### src/rtl/fetch_pkg.sv
// Word-addressed 32-bit fetch; ROM must sit above all cached RAM, L1i is direct mapped
package fetch_pkg;

    // ========================================================================
    // Memory map
    // ========================================================================

    localparam int WORD_W = 32;

    // First ROM word, also the PC after reset
    localparam logic [WORD_W-1:0] ROM_ADDRESS = 32'h0780_0000;

    // ROM word address width at the fetch port
    localparam int ROM_ADDR_W = 10;

    // ========================================================================
    // L1i line geometry
    // ========================================================================

    // PC[2:0] selects the word, PC[9:3] the line, PC[25:10] is the tag
    localparam int L1I_OFFSET_W = 3;
    localparam int L1I_INDEX_W  = 7;
    localparam int L1I_TAG_W    = 16;
    localparam int L1I_WORDS    = 8;

    // Line layout: [273:18] data words, [17:2] tag, [1] valid
    localparam int L1I_VALID_BIT = 1;
    localparam int L1I_TAG_LSB   = 2;
    localparam int L1I_TAG_MSB   = 17;
    localparam int L1I_DATA_LSB  = 18;
    localparam int L1I_LINE_W    = 274;

    // Miss handler states
    localparam logic [1:0] MISS_IDLE         = 2'b00;
    localparam logic [1:0] MISS_STARTED      = 2'b01;
    localparam logic [1:0] MISS_WAIT_DONE    = 2'b10;
    localparam logic [1:0] MISS_RESULT_READY = 2'b11;

endpackage

### src/rtl/pc_sequencer.sv
// FE1 stage; PC addresses at or above ROM_ADDRESS go to ROM, only the low ROM_ADDR_W bits are used
`timescale 1ns/1ps

module pc_sequencer (
    input  logic                                 clk,
    input  logic                                 reset,
    input  logic                                 redirect,
    input  logic [31:0]                          redirect_addr,
    input  logic                                 decode_stall,
    input  logic                                 fetch_miss,
    output logic [fetch_pkg::ROM_ADDR_W-1:0]     rom_addr,
    output logic                                 rom_oe,
    output logic                                 rom_hold,
    output logic [fetch_pkg::L1I_INDEX_W-1:0]    l1i_addr,
    output logic [31:0]                          pc_fe2,
    output logic                                 rom_fe2,
    output logic                                 cache_fetch_fe2
);

    logic [31:0] pc;
    logic [31:0] rom_offset;
    logic        rom_region;
    logic        fe1_stall;
    logic        valid_fe2;

    // FE1 stalls on back-pressure and while FE2 waits for a miss
    assign fe1_stall = decode_stall || fetch_miss;

    // ========================================================================
    // Program counter
    // ========================================================================

    always_ff @(posedge clk) begin
        if (reset) begin
            pc <= fetch_pkg::ROM_ADDRESS;
        end else if (redirect) begin
            pc <= redirect_addr;
        end else if (!fe1_stall) begin
            pc <= pc + 32'd1;
        end
    end

    // Fetch address decode
    assign rom_region = pc >= fetch_pkg::ROM_ADDRESS;
    assign rom_offset = pc - fetch_pkg::ROM_ADDRESS;

    assign rom_addr = rom_offset[fetch_pkg::ROM_ADDR_W-1:0];
    assign rom_oe   = rom_region && !redirect;
    // ROM keeps its output for the word that sits in FE2
    assign rom_hold = fe1_stall;

    // Line index of the current PC
    assign l1i_addr = pc[fetch_pkg::L1I_OFFSET_W +: fetch_pkg::L1I_INDEX_W];

    // ========================================================================
    // FE1 to FE2 registers
    // ========================================================================

    // valid_fe2 tags a real fetch, a cleared stage is a bubble
    always_ff @(posedge clk) begin
        if (reset || redirect) begin
            pc_fe2    <= 32'd0;
            rom_fe2   <= 1'b0;
            valid_fe2 <= 1'b0;
        end else if (!fe1_stall) begin
            pc_fe2    <= pc;
            rom_fe2   <= rom_region;
            valid_fe2 <= 1'b1;
        end
    end

    assign cache_fetch_fe2 = valid_fe2 && !rom_fe2;

endmodule

### src/rtl/l1i_hit_decode.sv
// FE2 hit check; the line must arrive one cycle after its index, held copy is used while FE2 waits
`timescale 1ns/1ps

module l1i_hit_decode (
    input  logic                                clk,
    input  logic                                reset,
    input  logic [31:0]                         pc_fe2,
    input  logic                                cache_fetch_fe2,
    input  logic [fetch_pkg::L1I_LINE_W-1:0]    l1i_line,
    input  logic                                decode_stall,
    input  logic                                redirect,
    output logic                                tag_match,
    output logic                                hit,
    output logic [31:0]                         hit_word
);

    logic [fetch_pkg::L1I_LINE_W-1:0]   line_held;
    logic [fetch_pkg::L1I_LINE_W-1:0]   line_used;
    logic                               stall_prev;
    logic [31:0]                        pc_prev;
    logic                               use_held;
    logic [fetch_pkg::L1I_TAG_W-1:0]    pc_tag;
    logic [fetch_pkg::L1I_OFFSET_W-1:0] pc_offset;
    logic [fetch_pkg::WORD_W-1:0]       line_words [fetch_pkg::L1I_WORDS];

    // FE2 held at the last edge, so the array now shows the line of the FE1 PC.
    // Back-pressure shows up as the stall, a pending miss as an unchanged PC
    assign use_held  = stall_prev || (pc_fe2 == pc_prev);
    assign line_used = use_held ? line_held : l1i_line;

    always_ff @(posedge clk) begin
        if (reset) begin
            line_held  <= '0;
            stall_prev <= 1'b0;
            pc_prev    <= 32'd0;
        end else begin
            line_held  <= line_used;
            stall_prev <= decode_stall && !redirect;
            pc_prev    <= pc_fe2;
        end
    end

    // Tag and offset of the FE2 PC
    assign pc_tag    = pc_fe2[fetch_pkg::L1I_OFFSET_W + fetch_pkg::L1I_INDEX_W +:
                              fetch_pkg::L1I_TAG_W];
    assign pc_offset = pc_fe2[fetch_pkg::L1I_OFFSET_W-1:0];

    assign tag_match = line_used[fetch_pkg::L1I_VALID_BIT] &&
                       (line_used[fetch_pkg::L1I_TAG_MSB:fetch_pkg::L1I_TAG_LSB] == pc_tag);
    assign hit       = cache_fetch_fe2 && tag_match;

    // Word select within the line
    for (genvar w = 0; w < fetch_pkg::L1I_WORDS; w++) begin : g_words
        assign line_words[w] =
            line_used[fetch_pkg::L1I_DATA_LSB + w * fetch_pkg::WORD_W +: fetch_pkg::WORD_W];
    end

    assign hit_word = line_words[pc_offset];

endmodule

### src/rtl/l1i_miss_handler.sv
// FE2 miss FSM; the controller must not raise done for a request after its flush pulse
`timescale 1ns/1ps

module l1i_miss_handler (
    input  logic        clk,
    input  logic        reset,
    input  logic [31:0] pc_fe2,
    input  logic        cache_fetch_fe2,
    input  logic        tag_match,
    input  logic        decode_stall,
    input  logic        redirect,
    input  logic        l1i_ctrl_done,
    input  logic [31:0] l1i_ctrl_result,
    output logic        fetch_miss,
    output logic        result_ready,
    output logic [31:0] saved_result,
    output logic [31:0] l1i_ctrl_addr,
    output logic        l1i_ctrl_start,
    output logic        l1i_ctrl_flush
);

    logic [1:0] state;

    assign result_ready = state == fetch_pkg::MISS_RESULT_READY;

    // Miss stays asserted until the saved result can be handed on
    assign fetch_miss = !result_ready && cache_fetch_fe2 && !tag_match;

    // The missing PC sits in FE2 for the whole request
    assign l1i_ctrl_addr = pc_fe2;

    // ========================================================================
    // Miss state machine
    // ========================================================================

    always_ff @(posedge clk) begin
        if (reset) begin
            state          <= fetch_pkg::MISS_IDLE;
            l1i_ctrl_start <= 1'b0;
            l1i_ctrl_flush <= 1'b0;
        end else begin
            case (state)
                fetch_pkg::MISS_IDLE: begin
                    l1i_ctrl_start <= 1'b0;
                    l1i_ctrl_flush <= 1'b0;
                    // No request for a fetch that is being thrown away
                    if (fetch_miss && !redirect) begin
                        l1i_ctrl_start <= 1'b1;
                        state          <= fetch_pkg::MISS_STARTED;
                    end
                end

                fetch_pkg::MISS_STARTED: begin
                    l1i_ctrl_start <= 1'b0;
                    // Abort on redirect, or when the line turned up after all
                    if (redirect || tag_match) begin
                        l1i_ctrl_flush <= 1'b1;
                        state          <= fetch_pkg::MISS_IDLE;
                    end else begin
                        state <= fetch_pkg::MISS_WAIT_DONE;
                    end
                end

                fetch_pkg::MISS_WAIT_DONE: begin
                    if (redirect || tag_match) begin
                        l1i_ctrl_flush <= 1'b1;
                        state          <= fetch_pkg::MISS_IDLE;
                    end else if (l1i_ctrl_done) begin
                        state <= fetch_pkg::MISS_RESULT_READY;
                    end
                end

                fetch_pkg::MISS_RESULT_READY: begin
                    // Wait out the stall, otherwise the same PC would miss again
                    if (!decode_stall || redirect) begin
                        state <= fetch_pkg::MISS_IDLE;
                    end
                end

                default: begin
                    state <= fetch_pkg::MISS_IDLE;
                end
            endcase
        end
    end

    // Controller result, only meaningful in the result-ready state
    always_ff @(posedge clk) begin
        if (state == fetch_pkg::MISS_WAIT_DONE && l1i_ctrl_done) begin
            saved_result <= l1i_ctrl_result;
        end
    end

endmodule

### src/rtl/fetch_frontend.sv
// Fetch front end FE1/FE2; redirect is a one-cycle pulse, instr of zero is a bubble
`timescale 1ns/1ps

module fetch_frontend (
    input  logic                                clk,
    input  logic                                reset,

    // ROM fetch port
    output logic [fetch_pkg::ROM_ADDR_W-1:0]    rom_addr,
    output logic                                rom_oe,
    output logic                                rom_hold,
    input  logic [31:0]                         rom_q,

    // L1i array port
    output logic [fetch_pkg::L1I_INDEX_W-1:0]   l1i_addr,
    input  logic [fetch_pkg::L1I_LINE_W-1:0]    l1i_line,

    // Cache controller
    output logic [31:0]                         l1i_ctrl_addr,
    output logic                                l1i_ctrl_start,
    output logic                                l1i_ctrl_flush,
    input  logic                                l1i_ctrl_done,
    input  logic [31:0]                         l1i_ctrl_result,

    // Later stages
    input  logic                                redirect,
    input  logic [31:0]                         redirect_addr,
    input  logic                                decode_stall,
    output logic [31:0]                         instr,
    output logic [31:0]                         instr_pc
);

    logic [31:0] pc_fe2;
    logic        rom_fe2;
    logic        cache_fetch_fe2;
    logic        tag_match;
    logic        hit;
    logic [31:0] hit_word;
    logic        fetch_miss;
    logic        result_ready;
    logic [31:0] saved_result;
    logic [31:0] result_fe2;

    pc_sequencer i_pc_sequencer (
        .clk             (clk),
        .reset           (reset),
        .redirect        (redirect),
        .redirect_addr   (redirect_addr),
        .decode_stall    (decode_stall),
        .fetch_miss      (fetch_miss),
        .rom_addr        (rom_addr),
        .rom_oe          (rom_oe),
        .rom_hold        (rom_hold),
        .l1i_addr        (l1i_addr),
        .pc_fe2          (pc_fe2),
        .rom_fe2         (rom_fe2),
        .cache_fetch_fe2 (cache_fetch_fe2)
    );

    l1i_hit_decode i_l1i_hit_decode (
        .clk             (clk),
        .reset           (reset),
        .pc_fe2          (pc_fe2),
        .cache_fetch_fe2 (cache_fetch_fe2),
        .l1i_line        (l1i_line),
        .decode_stall    (decode_stall),
        .redirect        (redirect),
        .tag_match       (tag_match),
        .hit             (hit),
        .hit_word        (hit_word)
    );

    l1i_miss_handler i_l1i_miss_handler (
        .clk             (clk),
        .reset           (reset),
        .pc_fe2          (pc_fe2),
        .cache_fetch_fe2 (cache_fetch_fe2),
        .tag_match       (tag_match),
        .decode_stall    (decode_stall),
        .redirect        (redirect),
        .l1i_ctrl_done   (l1i_ctrl_done),
        .l1i_ctrl_result (l1i_ctrl_result),
        .fetch_miss      (fetch_miss),
        .result_ready    (result_ready),
        .saved_result    (saved_result),
        .l1i_ctrl_addr   (l1i_ctrl_addr),
        .l1i_ctrl_start  (l1i_ctrl_start),
        .l1i_ctrl_flush  (l1i_ctrl_flush)
    );

    // FE2 result, bubbles while a miss is still pending
    assign result_fe2 = rom_fe2      ? rom_q :
                        result_ready ? saved_result :
                        fetch_miss   ? 32'd0 :
                        hit          ? hit_word :
                        32'd0;

    // FE2 to REG registers
    always_ff @(posedge clk) begin
        if (reset || redirect) begin
            instr    <= 32'd0;
            instr_pc <= 32'd0;
        end else if (!decode_stall) begin
            instr    <= result_fe2;
            instr_pc <= pc_fe2;
        end
    end

endmodule

### config.mk
export PLATFORM = sky130hd
export DESIGN_NAME = fetch_frontend
export DESIGN_NICKNAME = d
export VERILOG_FILES = /design/src/rtl/fetch_pkg.sv /design/src/rtl/pc_sequencer.sv /design/src/rtl/l1i_hit_decode.sv /design/src/rtl/l1i_miss_handler.sv /design/src/rtl/fetch_frontend.sv
export SDC_FILE = /design/constraint.sdc
export NUM_CORES = 1
export LEC_CHECK = 0
export BUFFER_PORTS_ARGS = -buffer_cell sky130_fd_sc_hd__buf_2
export CAP_MARGIN = 40
export CORE_ASPECT_RATIO = 0.8
export CORE_MARGIN = 2
export CORE_UTILIZATION = 54
export DETAILED_ROUTE_END_ITERATION = 6
export GPL_ROUTABILITY_DRIVEN = 0
export GPL_TIMING_DRIVEN = 1
export MAX_ROUTING_LAYER = met4
export PLACE_DENSITY = 0.81
export REMOVE_ABC_BUFFERS = 1
export SYNTH_ARGS = -nofsm -noshare
export SYNTH_HDL_FRONTEND = slang
export SYNTH_SLANG_ARGS = --single-unit
### constraint.sdc
create_clock -name clk -period 3.3 [get_ports clk]
set_input_delay 0.33 -clock clk [delete_from_list [all_inputs] [get_ports clk]]
set_output_delay 0.33 -clock clk [all_outputs]
set_load 0.01 [all_outputs]
==> summary.md, run 1 <==
| Metric | Value |
|---|---|
| Status | `finished, violations left` |
| Failing checks | `setup timing` |
| Hpwl dp | `42530 µm` |
| Synthesized area per cell | `10.60 µm²` |
| Worst Setup End Kind | `primary output` |
| DR WL/cell | `21.41 µm` |
| Peak supply drop | `0.4577 mV` |
| Flop pwr share | `43.3%` |
| Largest net degree at the start of global routing | `209` |
| Power Internal | `10.76 mW` |
| Logic pwr share | `19.5%` |
| Tightest Pin Transition | `1.172 ns` |
| Number of global-route vias before repair | `16940` |
| Later-pin clock latency in the skew report | `0.56 ns` |
| Drt pass-1 iters | `6` |
| TritonCTS clock tree | `yes` |
| DRC Markers | `0` |
| Hold/Removal Path Class | `primary input to register` |
| Clock Tree Buf Depth | `3` |
| Syn Std Cell Area | `20140 µm²` |
| Placed Cells | `2783` |
| Async S/R FF share, synth | `0%` |
| Worst EP arrival | `3.05 ns` |
| Power share of the clock group | `37.2%` |
| First-pass GRT wire length | `92290 µm` |
| Core box area | `36890 µm²` |
| Starting Density | `54.59%` |
| CTS Buf Count | `46` |
| R2R Setup Slk | `-0.02 ns` |
| Synth-to-layout area growth | `29.08%` |
| Clock period minus worst slack | `3.377 ns` |
| Starting DRT DRC Count | `1448` |
| Hold Worst Slack | `0.02502 ns` |
| Boundary pin count | `492` |
| CP Class | `register to primary output` |
| Max cap viols | `0` |
| Peak Freq | `296.1 MHz` |
| PD cells | `566.9 nW/µm²` |
| Aggregate routed wire length | `63510 µm` |
| Final Non-Filler Cells | `2967` |
| Initial antenna violation count | `33` |
| Max_slew headroom | `21.87%` |
| Area leader, netlist | `dfxtp_1` |
| Synth area leaders | `dfxtp_1 44%, mux2i_1 18%, mux4_2 7.2%` |
| Netlist cell types | `53` |
| CTS H-tree lvls | `2` |
| Synthesis-stage register bit count | `472` |
| Total power | `14.74 mW` |
| Tcrit/Tclk final | `102.3%` |
| Antenna viol nets, final | `0` |
| Pleak | `11.04 nW` |
| Layout cells sized above 1 | `33.46%` |
| Row Count | `63` |
| # nets final | `2785` |
| Post-synth EDFFs | `32` |
| Die Area | `38860 µm²` |
| Share of the synthesized area in the top cell type | `43.74%` |
| Syn. warnings | `0` |
| Vias per inst | `5.732` |
| Predominant post-synthesis flop cell | `dfxtp_1` |
| Final worst slack | `-0.07702 ns` |
| Vias | `17006` |
| Setup tns final | `-0.1180 ns` |
| Final Skew | `0.01571 ns` |
| Switching share of power | `26.95%` |
| CP Launch Type | `register` |
| Die width | `219.9 µm` |
| Clock slew at reported path FFs | `0.07 ns` |
| Cells after Synth | `1900` |
| Crit-path max FO | `5` |
| Die height | `176.7 µm` |
| Fin. max-slew vios | `0` |
| Fin. Hold Viols | `0` |
| P_sw | `3.972 mW` |
| Setup Viol. Count Final | `4` |
| CTS Sinks | `472` |
| Input/output buffers | `490` |
| WP data required | `2.97 ns` |
| Final global-route overflow total | `0` |
| Sequential fraction of the synthesis area | `48.51%` |
| Root buffer cell | `clkbuf_16` |
| Unrepaired setup endpoints after global routing | `true` |
| Gr usage total | `31.76%` |
==> cells by family after synthesis <==
family                     Yosys count  share of synthesized area (%)
DFF                                472                          48.51
xor gates and xnor gates            71                          3.088
adders and majority gates            6                         0.3728
muxes                              423                          25.03
and+or+nand+nor                    581                          13.07
AOI/OAI and AO/OA                  153                          5.567
buffers and inverters              194                          4.355
==> synthesized netlist by cell type, drive strengths merged, types with 4 or more instances <==
library cell / count
dfxtp: 440
nor2b: 27
o22ai: 37
buf: 78
nand2: 53
clkbuf: 91
o21ai: 5
ha: 6
mux4: 64
nand3: 8
inv: 23
a221oi: 28
nor2: 380
nor3b: 4
a21oi: 30
a221o: 4
nor3: 46
xor2: 11
nor4: 20
edfxtp: 32
mux2i: 357
xnor2: 60
and2: 4
and3: 9
nor4b: 4
nand2b: 4
nand4: 13
a211oi: 30
==> final timing paths <==
check                             from  cells after the start                         endpoint
min reg2reg   i_pc_sequencer.valid_fe2                      2         i_pc_sequencer.valid_fe2
max reg2reg  i_pc_sequencer.pc_fe2[24]                     14            i_pc_sequencer.pc[22]
min                      l1i_line[221]                      3  i_l1i_hit_decode.line_held[221]
max          i_pc_sequencer.pc_fe2[24]                     11                         rom_hold
==> registers in the layout (all words and copies together) (netlist names), 2 cells and up <==
name	flops
i_pc_sequencer.pc	32
instr	32
i_l1i_miss_handler.saved_result	32
i_l1i_hit_decode.line_held	273
instr_pc	32
i_pc_sequencer.pc_fe2	32
i_l1i_hit_decode.pc_prev	32
i_l1i_miss_handler.state	2
==> cell usage in the layout (no fill, tap or decap), types with 11 or more instances in the layout <==
cell type	n
nor2_1	375
nor2b_1	27
diode_2	38
a221oi_1	27
buf_12	12
dlygate4sd3_1	34
mux2i_1	350
nand2_1	53
nor3_1	38
xnor2_2	11
edfxtp_1	32
a211oi_1	27
nor4_4	11
a21oi_1	29
xor2_1	11
o22ai_1	37
mux4_2	64
buf_4	76
clkinv_2	12
clkbuf_16	52
inv_1	23
nand4_1	13
dfxtp_1	424
xnor2_1	49
buf_2	488
==> layer usage <==
| layer | wire length, µm | GRT usage (%) |
|---|---|---|
| met5 | 0 | - |
| met4 | 2935 | 14.90 |
| met3 | 5494 | 8.763 |
| met2 | 30460 | 50.38 |
| met1 | 24620 | 37.53 |
==> layout make-up <==
class	instances	area (µm²)
Multi-Input combinational cell	1234	9910
Antenna cell	38	95.09
Fill cell	2528	10900
Inverter	25	93.84
Clock inverter	24	211.5
Tap cell	487	609.3
Sequential cell	472	9812
Clock buffer	62	1366
Timing Repair Buffer	625	3896
==> per-stage QoR <==
step	utilization [%]	worst slack, ns	cell area, µm²
6_report	70.46	-0.07702	25990
2_1_floorplan	-	-15.23	19350
4_1_cts	68.83	-0.03769	25390
5_1_grt	70.43	-0.1814	25980
3_3_place_gp	62.84	0.1167	23180
3_5_place_dp	63.07	0.004686	23270
==> power by group through the flow <==
| stage | clock network [mW] | registers [mW] | logic, mW |
|---|---|---|---|
| final | 5.48 | 6.39 | 2.87 |
| after global routing | 5.78 | 6.42 | 3.08 |
| after CTS | 5.53 | 6.38 | 2.71 |
| after detailed placement | 0 | 6.51 | 2.60 |
| after global placement | 0 | 6.48 | 2.50 |
| after floorplan | 0 | 6.48 | 2.28 |
==> repair_timing <==
| item | in CTS | in global routing |
|---|---|---|
| gates cloned | 1 | 2 |
| setup buffers | 13 | 10 |
| endpoints found under the setup margin | 5 | 66 |
| hold buffers | 34 | 0 |
| endpoints found under the hold margin | 34 | 0 |
| gates resized for setup | 25 | 62 |
| pin swaps | 12 | 45 |
==> critical path: stages (launching register included) <==
cell	delay, ns
dfxtp_1	0.36
xnor2_1	0.25
nand4_1	0.14
nor2_2	0.18
buf_4	0.14
a41oi_4	0.16
buf_6	0.18
mux2i_4	0.19
a2111oi_4	0.41
a31oi_4	0.19
buf_12	0.17
buf_6	0.11
Power figures use the tool's default switching activity.
==> run 2, diff against run 1 <==
Settings changed: MAX_ROUTING_LAYER met4 to default.
==> summary.md, run 2 (same netlist as run 1, synthesis figures left out) <==
| Metric | Value |
|---|---|
| Hold Worst Slack | `0.02667 ns (was 0.02502 ns)` |
| Vias per inst | `5.750 (was 5.732)` |
| CP Class | `register to primary output (unchanged)` |
| CTS Buf Count | `46 (unchanged)` |
| Final Skew | `0.01359 ns (was 0.01571 ns)` |
| Initial antenna violation count | `33 (unchanged)` |
| Crit-path max FO | `5 (unchanged)` |
| Worst-path cell chain | `xnor2_1 > nand4_1 > nor2_2 > buf_4 > a41oi_4 > buf_6 > mux2i_4 > a2111oi_4 > a31oi_4 > buf_12 > buf_6 (unchanged)` |
| Max_slew headroom | `25.57% (was 21.87%)` |
| Later-pin clock latency in the skew report | `0.56 ns (about the same)` |
| Peak Freq | `298.4 MHz (was 296.1 MHz)` |
| Starting DRT DRC Count | `1333 (was 1448)` |
| Gr usage total | `30.83% (was 31.76%)` |
| Vias | `17003 (was 17006)` |
| Storage element area | `9807 µm² (was 9812 µm²)` |
| Multi-input gate area | `9869 µm² (was 9910 µm²)` |
| DRC Markers | `0 (unchanged)` |
| Input/output buffers | `490 (unchanged)` |
| Most frequent CP cell | `buf_6 (unchanged)` |
| Fin. max-slew vios | `0 (unchanged)` |
| Worst Setup End Kind | `primary output (unchanged)` |
| Number of global-route vias before repair | `16896 (was 16940)` |
| TritonCTS clock tree | `yes (unchanged)` |
| Fin. Hold Viols | `0 (unchanged)` |
| Hpwl dp | `42530 µm (unchanged)` |
| Tightest Pin Transition | `1.116 ns (was 1.172 ns)` |
| Clock period minus worst slack | `3.351 ns (was 3.377 ns)` |
| Top reg by flops | `i_l1i_hit_decode.line_held (unchanged)` |
| # nets final | `2785 (unchanged)` |
| Die height | `176.7 µm (unchanged)` |
| Setup Viol. Count Final | `1 (was 4)` |
| Largest net degree at the start of global routing | `209 (unchanged)` |
| CTS H-tree lvls | `2 (unchanged)` |
| Status | `finished, violations left (unchanged)` |
| CP top delay family | `compound AO/OA/AOI/OAI gates (unchanged)` |
| Row Count | `63 (unchanged)` |
| Drt pass-1 iters | `5 (was 6)` |
| Final worst slack | `-0.05135 ns (was -0.07702 ns)` |
| Clock Tree Buf Depth | `3 (unchanged)` |
| WP data required | `2.97 ns (about the same)` |
| Max reg flops | `273 (unchanged)` |
| Layout cells sized above 1 | `33.42% (was 33.46%)` |
| Most frequent cells in the layout | `488 x buf_2, 424 x dfxtp_1, 375 x nor2_1, 349 x mux2i_1, 73 x buf_4 (was 488 x buf_2, 424 x dfxtp_1, 375 x nor2_1, 350 x mux2i_1, 76 x buf_4)` |
| DR WL/cell | `21.45 µm (was 21.41 µm)` |
| Failing checks | `setup timing (unchanged)` |
| Slowest stage delay, CP | `0.41 ns (about the same)` |
| Antenna viol nets, final | `0 (unchanged)` |
| Setup tns final | `-0.05135 ns (was -0.1180 ns)` |
| Starting Density | `54.59% (unchanged)` |
| Die Area | `38860 µm² (unchanged)` |
| Unrepaired setup endpoints after global routing | `true (unchanged)` |
| Hold/Removal Path Class | `primary input to register (unchanged)` |
| CTS Sinks | `472 (unchanged)` |
| Final global-route overflow total | `0 (unchanged)` |
| Clock slew at reported path FFs | `0.07 ns (about the same)` |
| Commonest non-fill, non-tap cell in the layout | `buf_2 (unchanged)` |
| First-pass GRT wire length | `92400 µm (was 92290 µm)` |
| Slowest cell on crit path | `a2111oi_4 (unchanged)` |
| Root buffer cell | `clkbuf_16 (unchanged)` |
| CP Launch Type | `register (unchanged)` |
| Aggregate routed wire length | `63430 µm (was 63510 µm)` |
| Max cap viols | `0 (unchanged)` |
| Boundary pin count | `492 (unchanged)` |
| Tcrit/Tclk final | `101.6% (was 102.3%)` |
| Filler instances | `2548 (was 2528)` |
| Synth-to-layout area growth | `28.83% (was 29.08%)` |
| Peak supply drop | `0.4543 mV (was 0.4577 mV)` |
| Crit path buf inv count | `4 (unchanged)` |
| Die width | `219.9 µm (unchanged)` |
| Core box area | `36890 µm² (unchanged)` |
| PD cells | `567.9 nW/µm² (was 566.9 nW/µm²)` |
| Pleak | `11.02 nW (was 11.04 nW)` |
| Worst EP arrival | `3.02 ns (was 3.05 ns)` |
-- run 2: through the flow --
stage / utilization [%] / total power [mW] / setup WS [ns] / instances / cell area, µm²
2_1_floorplan: - / 8.763 / -15.23 / 1731 / 19350
3_3_place_gp: 62.84 / 8.979 / 0.1167 / 2780 / 23180
3_5_place_dp: 63.07 / 9.105 / 0.004686 / 2783 / 23270
4_1_cts: 68.83 / 14.63 / -0.03769 / 2917 / 25390
5_1_grt: 70.27 / 15.28 / -0.1251 / 2949 / 25920
6_report: 70.33 / 14.73 / -0.05135 / 2957 / 25940
-- run 2: timing repair --
item                                   in CTS  in global routing
pin swaps                                  12                 33
hold buffers                               34                  0
setup endpoints to repair                   5                 66
endpoints found under the hold margin      34                  0
gates resized for setup                    25                 59
buffers inserted                           13                 10
cloned                                      1                  3
-- run 2: worst paths after layout --
kind	to	slack (ns)	start	cells past startpoint
setup / recovery	rom_hold	-0.05	i_pc_sequencer.pc_fe2[10]	11
hold / removal	i_l1i_hit_decode.line_held[77]	0.03	l1i_line[77]	3
setup reg to reg	i_pc_sequencer.pc[6]	0	i_pc_sequencer.pc_fe2[10]	13
hold reg to reg	i_pc_sequencer.valid_fe2	0.45	i_pc_sequencer.valid_fe2	2
-- run 2: final cells by class --
cell class                      count  area share, %
Inverter                           25         0.3617
Clock inverter                     24         0.8150
Sequential cell                   472          37.80
Timing Repair Buffer              625          15.10
Clock buffer                       62          5.266
Multi-Input combinational cell   1234          38.04
Antenna cell                       28         0.2701
Tap cell                          487          2.349
-- run 2: metal layers --
metal	up-vias	part of all wire (%)	track usage, %
li1	7703	-	-
met1	8254	38	37.43
met2	832	48	50.51
met3	198	8.9	8.969
met4	16	4.5	14.51
met5	-	0.17	0
-- run 2: worst min-delay path: cells and delay by family --
kind / cells / cell delay, ns
and+or+nand+nor: 1 / 0.08
buffers and inverters: 1 / 0.07
muxes: 1 / 0.07
-- run 2: power breakdown --
part / leakage, nW / internal (mW) / total (mW) / switching [mW]
logic: 6.32 / 1.42 / 2.88 / 1.46
clock network: 0.779 / 3.16 / 5.47 / 2.31
registers: 3.92 / 6.19 / 6.39 / 0.191
==> run 3, diff against run 2 <==
Settings changed: SETUP_SLACK_MARGIN from default to 0.15.
==> summary.md, run 3 (same netlist as run 1, synthesis figures left out) <==
| Metric | Value |
|---|---|
| Largest net degree at the start of global routing | `209 (unchanged)` |
| Drt pass-1 iters | `6 (was 5)` |
| Starting DRT DRC Count | `1581 (was 1333)` |
| Max_slew headroom | `17.64% (was 25.57%)` |
| Setup tns final | `-0.2428 ns (was -0.05135 ns)` |
| Switching share of power | `27.70% (was 26.89%)` |
| Power Internal | `11.09 mW (was 10.77 mW)` |
| Core box area | `36890 µm² (unchanged)` |
| Initial antenna violation count | `37 (was 33)` |
| CP Class | `register to primary output (unchanged)` |
| Peak Freq | `293.8 MHz (was 298.4 MHz)` |
| Setup Viol. Count Final | `8 (was 1)` |
| Unrepaired setup endpoints after global routing | `true (unchanged)` |
| CTS Sinks | `472 (unchanged)` |
| Number of global-route vias before repair | `16994 (was 16896)` |
| CTS H-tree lvls | `2 (unchanged)` |
| Fin. Hold Viols | `0 (unchanged)` |
| Hold Worst Slack | `0.02479 ns (was 0.02667 ns)` |
| Root buffer cell | `clkbuf_16 (unchanged)` |
| Pleak | `11.59 nW (was 11.02 nW)` |
| Top reg by flops | `i_l1i_hit_decode.line_held (unchanged)` |
| Die width | `219.9 µm (unchanged)` |
| Final worst slack | `-0.1036 ns (was -0.05135 ns)` |
| Most frequent cells in the layout | `488 x buf_2, 427 x dfxtp_1, 371 x nor2_1, 297 x mux2i_1, 76 x buf_4 (was 488 x buf_2, 424 x dfxtp_1, 375 x nor2_1, 349 x mux2i_1, 73 x buf_4)` |
| Fin. max-slew vios | `0 (unchanged)` |
| Tcrit/Tclk final | `103.1% (was 101.6%)` |
| TritonCTS clock tree | `yes (unchanged)` |
| Final Skew | `0.01650 ns (was 0.01359 ns)` |
| First-pass GRT wire length | `94240 µm (was 92400 µm)` |
| Vias per inst | `5.869 (was 5.750)` |
| Boundary pin count | `492 (unchanged)` |
| Commonest non-fill, non-tap cell in the layout | `buf_2 (unchanged)` |
| Clock slew at reported path FFs | `0.07 ns (about the same)` |
| Max cap viols | `0 (unchanged)` |
| Clock Tree Buf Depth | `3 (unchanged)` |
| Tightest Pin Transition | `1.235 ns (was 1.116 ns)` |
| Crit-path max FO | `5 (unchanged)` |
| DRC Markers | `0 (unchanged)` |
| Synth-to-layout area growth | `35.66% (was 28.83%)` |
| Later-pin clock latency in the skew report | `0.56 ns (about the same)` |
| Row Count | `63 (unchanged)` |
| DR WL/cell | `23.04 µm (was 21.45 µm)` |
| PD cells | `561.5 nW/µm² (was 567.9 nW/µm²)` |
| Die height | `176.7 µm (unchanged)` |
| Flop pwr share | `41.8% (was 43.3%)` |
| Gr usage total | `31.52% (was 30.83%)` |
| Hpwl dp | `42530 µm (unchanged)` |
| Peak supply drop | `0.4831 mV (was 0.4543 mV)` |
| Input/output buffers | `490 (unchanged)` |
| Clock period minus worst slack | `3.404 ns (was 3.351 ns)` |
| Aggregate routed wire length | `69130 µm (was 63430 µm)` |
| CP Launch Type | `register (unchanged)` |
| Logic pwr share | `22.3% (was 19.5%)` |
| Worst EP arrival | `3.07 ns (was 3.02 ns)` |
| Power share of the clock group | `35.9% (was 37.1%)` |
| Starting Density | `54.59% (unchanged)` |
| Failing checks | `setup timing (unchanged)` |
| Hold/Removal Path Class | `primary input to register (unchanged)` |
| Vias | `17606 (was 17003)` |
| # nets final | `2822 (was 2785)` |
| Worst Setup End Kind | `primary output (unchanged)` |
| Status | `finished, violations left (unchanged)` |
| CTS Buf Count | `46 (unchanged)` |
| Antenna viol nets, final | `0 (unchanged)` |
| Max reg flops | `273 (unchanged)` |
| WP data required | `2.97 ns (about the same)` |
| Final global-route overflow total | `0 (unchanged)` |
| Die Area | `38860 µm² (unchanged)` |
| P_sw | `4.249 mW (was 3.961 mW)` |
| Layout cells sized above 1 | `38.40% (was 33.42%)` |
==> run 3: power by group through the flow <==
stage,Clock (mW),Sequential (mW),Combinational [mW]
finish,5.51,6.41,3.42
floorplan,0,6.48,2.28
global placement,0,6.48,2.50
CTS,5.53,6.38,2.78
detailed placement,0,6.51,2.60
global route,5.78,6.45,3.61
==> run 3: final timing paths <==
kind                                 start                              to  slack, ns  depth (start not counted)
setup reg to reg  i_pc_sequencer.pc_fe2[9]            i_pc_sequencer.pc[6]      -0.06                         15
hold / removal                l1i_line[77]  i_l1i_hit_decode.line_held[77]       0.02                          3
hold reg to reg   i_pc_sequencer.valid_fe2        i_pc_sequencer.valid_fe2       0.45                          2
setup / recovery  i_pc_sequencer.pc_fe2[9]                        rom_hold      -0.10                         12
==> run 3: routing by layer <==
metal	vias up	track usage, %	routed length, µm
met5	-	0	126
met4	18	14.54	3717
met3	280	8.608	6355
met2	970	52.12	33090
met1	8540	38.33	25840
li1	7798	-	-
==> run 3: critical path: stages (launching register included) <==
cell and delay, ns:
dfxtp_4 0.37, xnor2_2 0.14, nand4_1 0.12, nor2_1 0.07
buf_4 0.15, a41o_4 0.31, buf_12 0.14, buf_4 0.15
mux2i_4 0.19, a2111oi_4 0.42, a31oi_4 0.18, buf_12 0.16
buf_6 0.11
==> run 3: through the flow <==
stage	total power, mW	std cells	util (%)	instance area [µm²]	setup slack, ns
floorplan	8.763	1731	-	19350	-15.23
global placement	8.979	2780	62.84	23180	0.1167
detailed placement	9.105	2783	63.07	23270	0.004686
CTS	14.70	2928	69.88	25780	-0.03769
global route	15.84	2990	73.99	27290	-0.1870
finish	15.34	3000	74.06	27320	-0.1036
==> run 3: what timing repair did <==
item,4_1_cts,5_1_grt
resized for setup,72,195
pin swaps,49,75
buffers inserted,22,29
hold buffers,34,0
hold endpoints to repair,34,0
endpoints found under the setup margin,55,95
cloned,3,10
==> run 3: cell type report <==
cell class | count | area, µm²
Clock inverter | 24 | 211.5
Antenna cell | 34 | 85.08
Inverter | 25 | 93.84
Tap cell | 487 | 609.3
Timing Repair Buffer | 662 | 4548
Fill cell | 2278 | 9570
Multi-Input combinational cell | 1234 | 10600
Clock buffer | 62 | 1366
Sequential cell | 472 | 9803
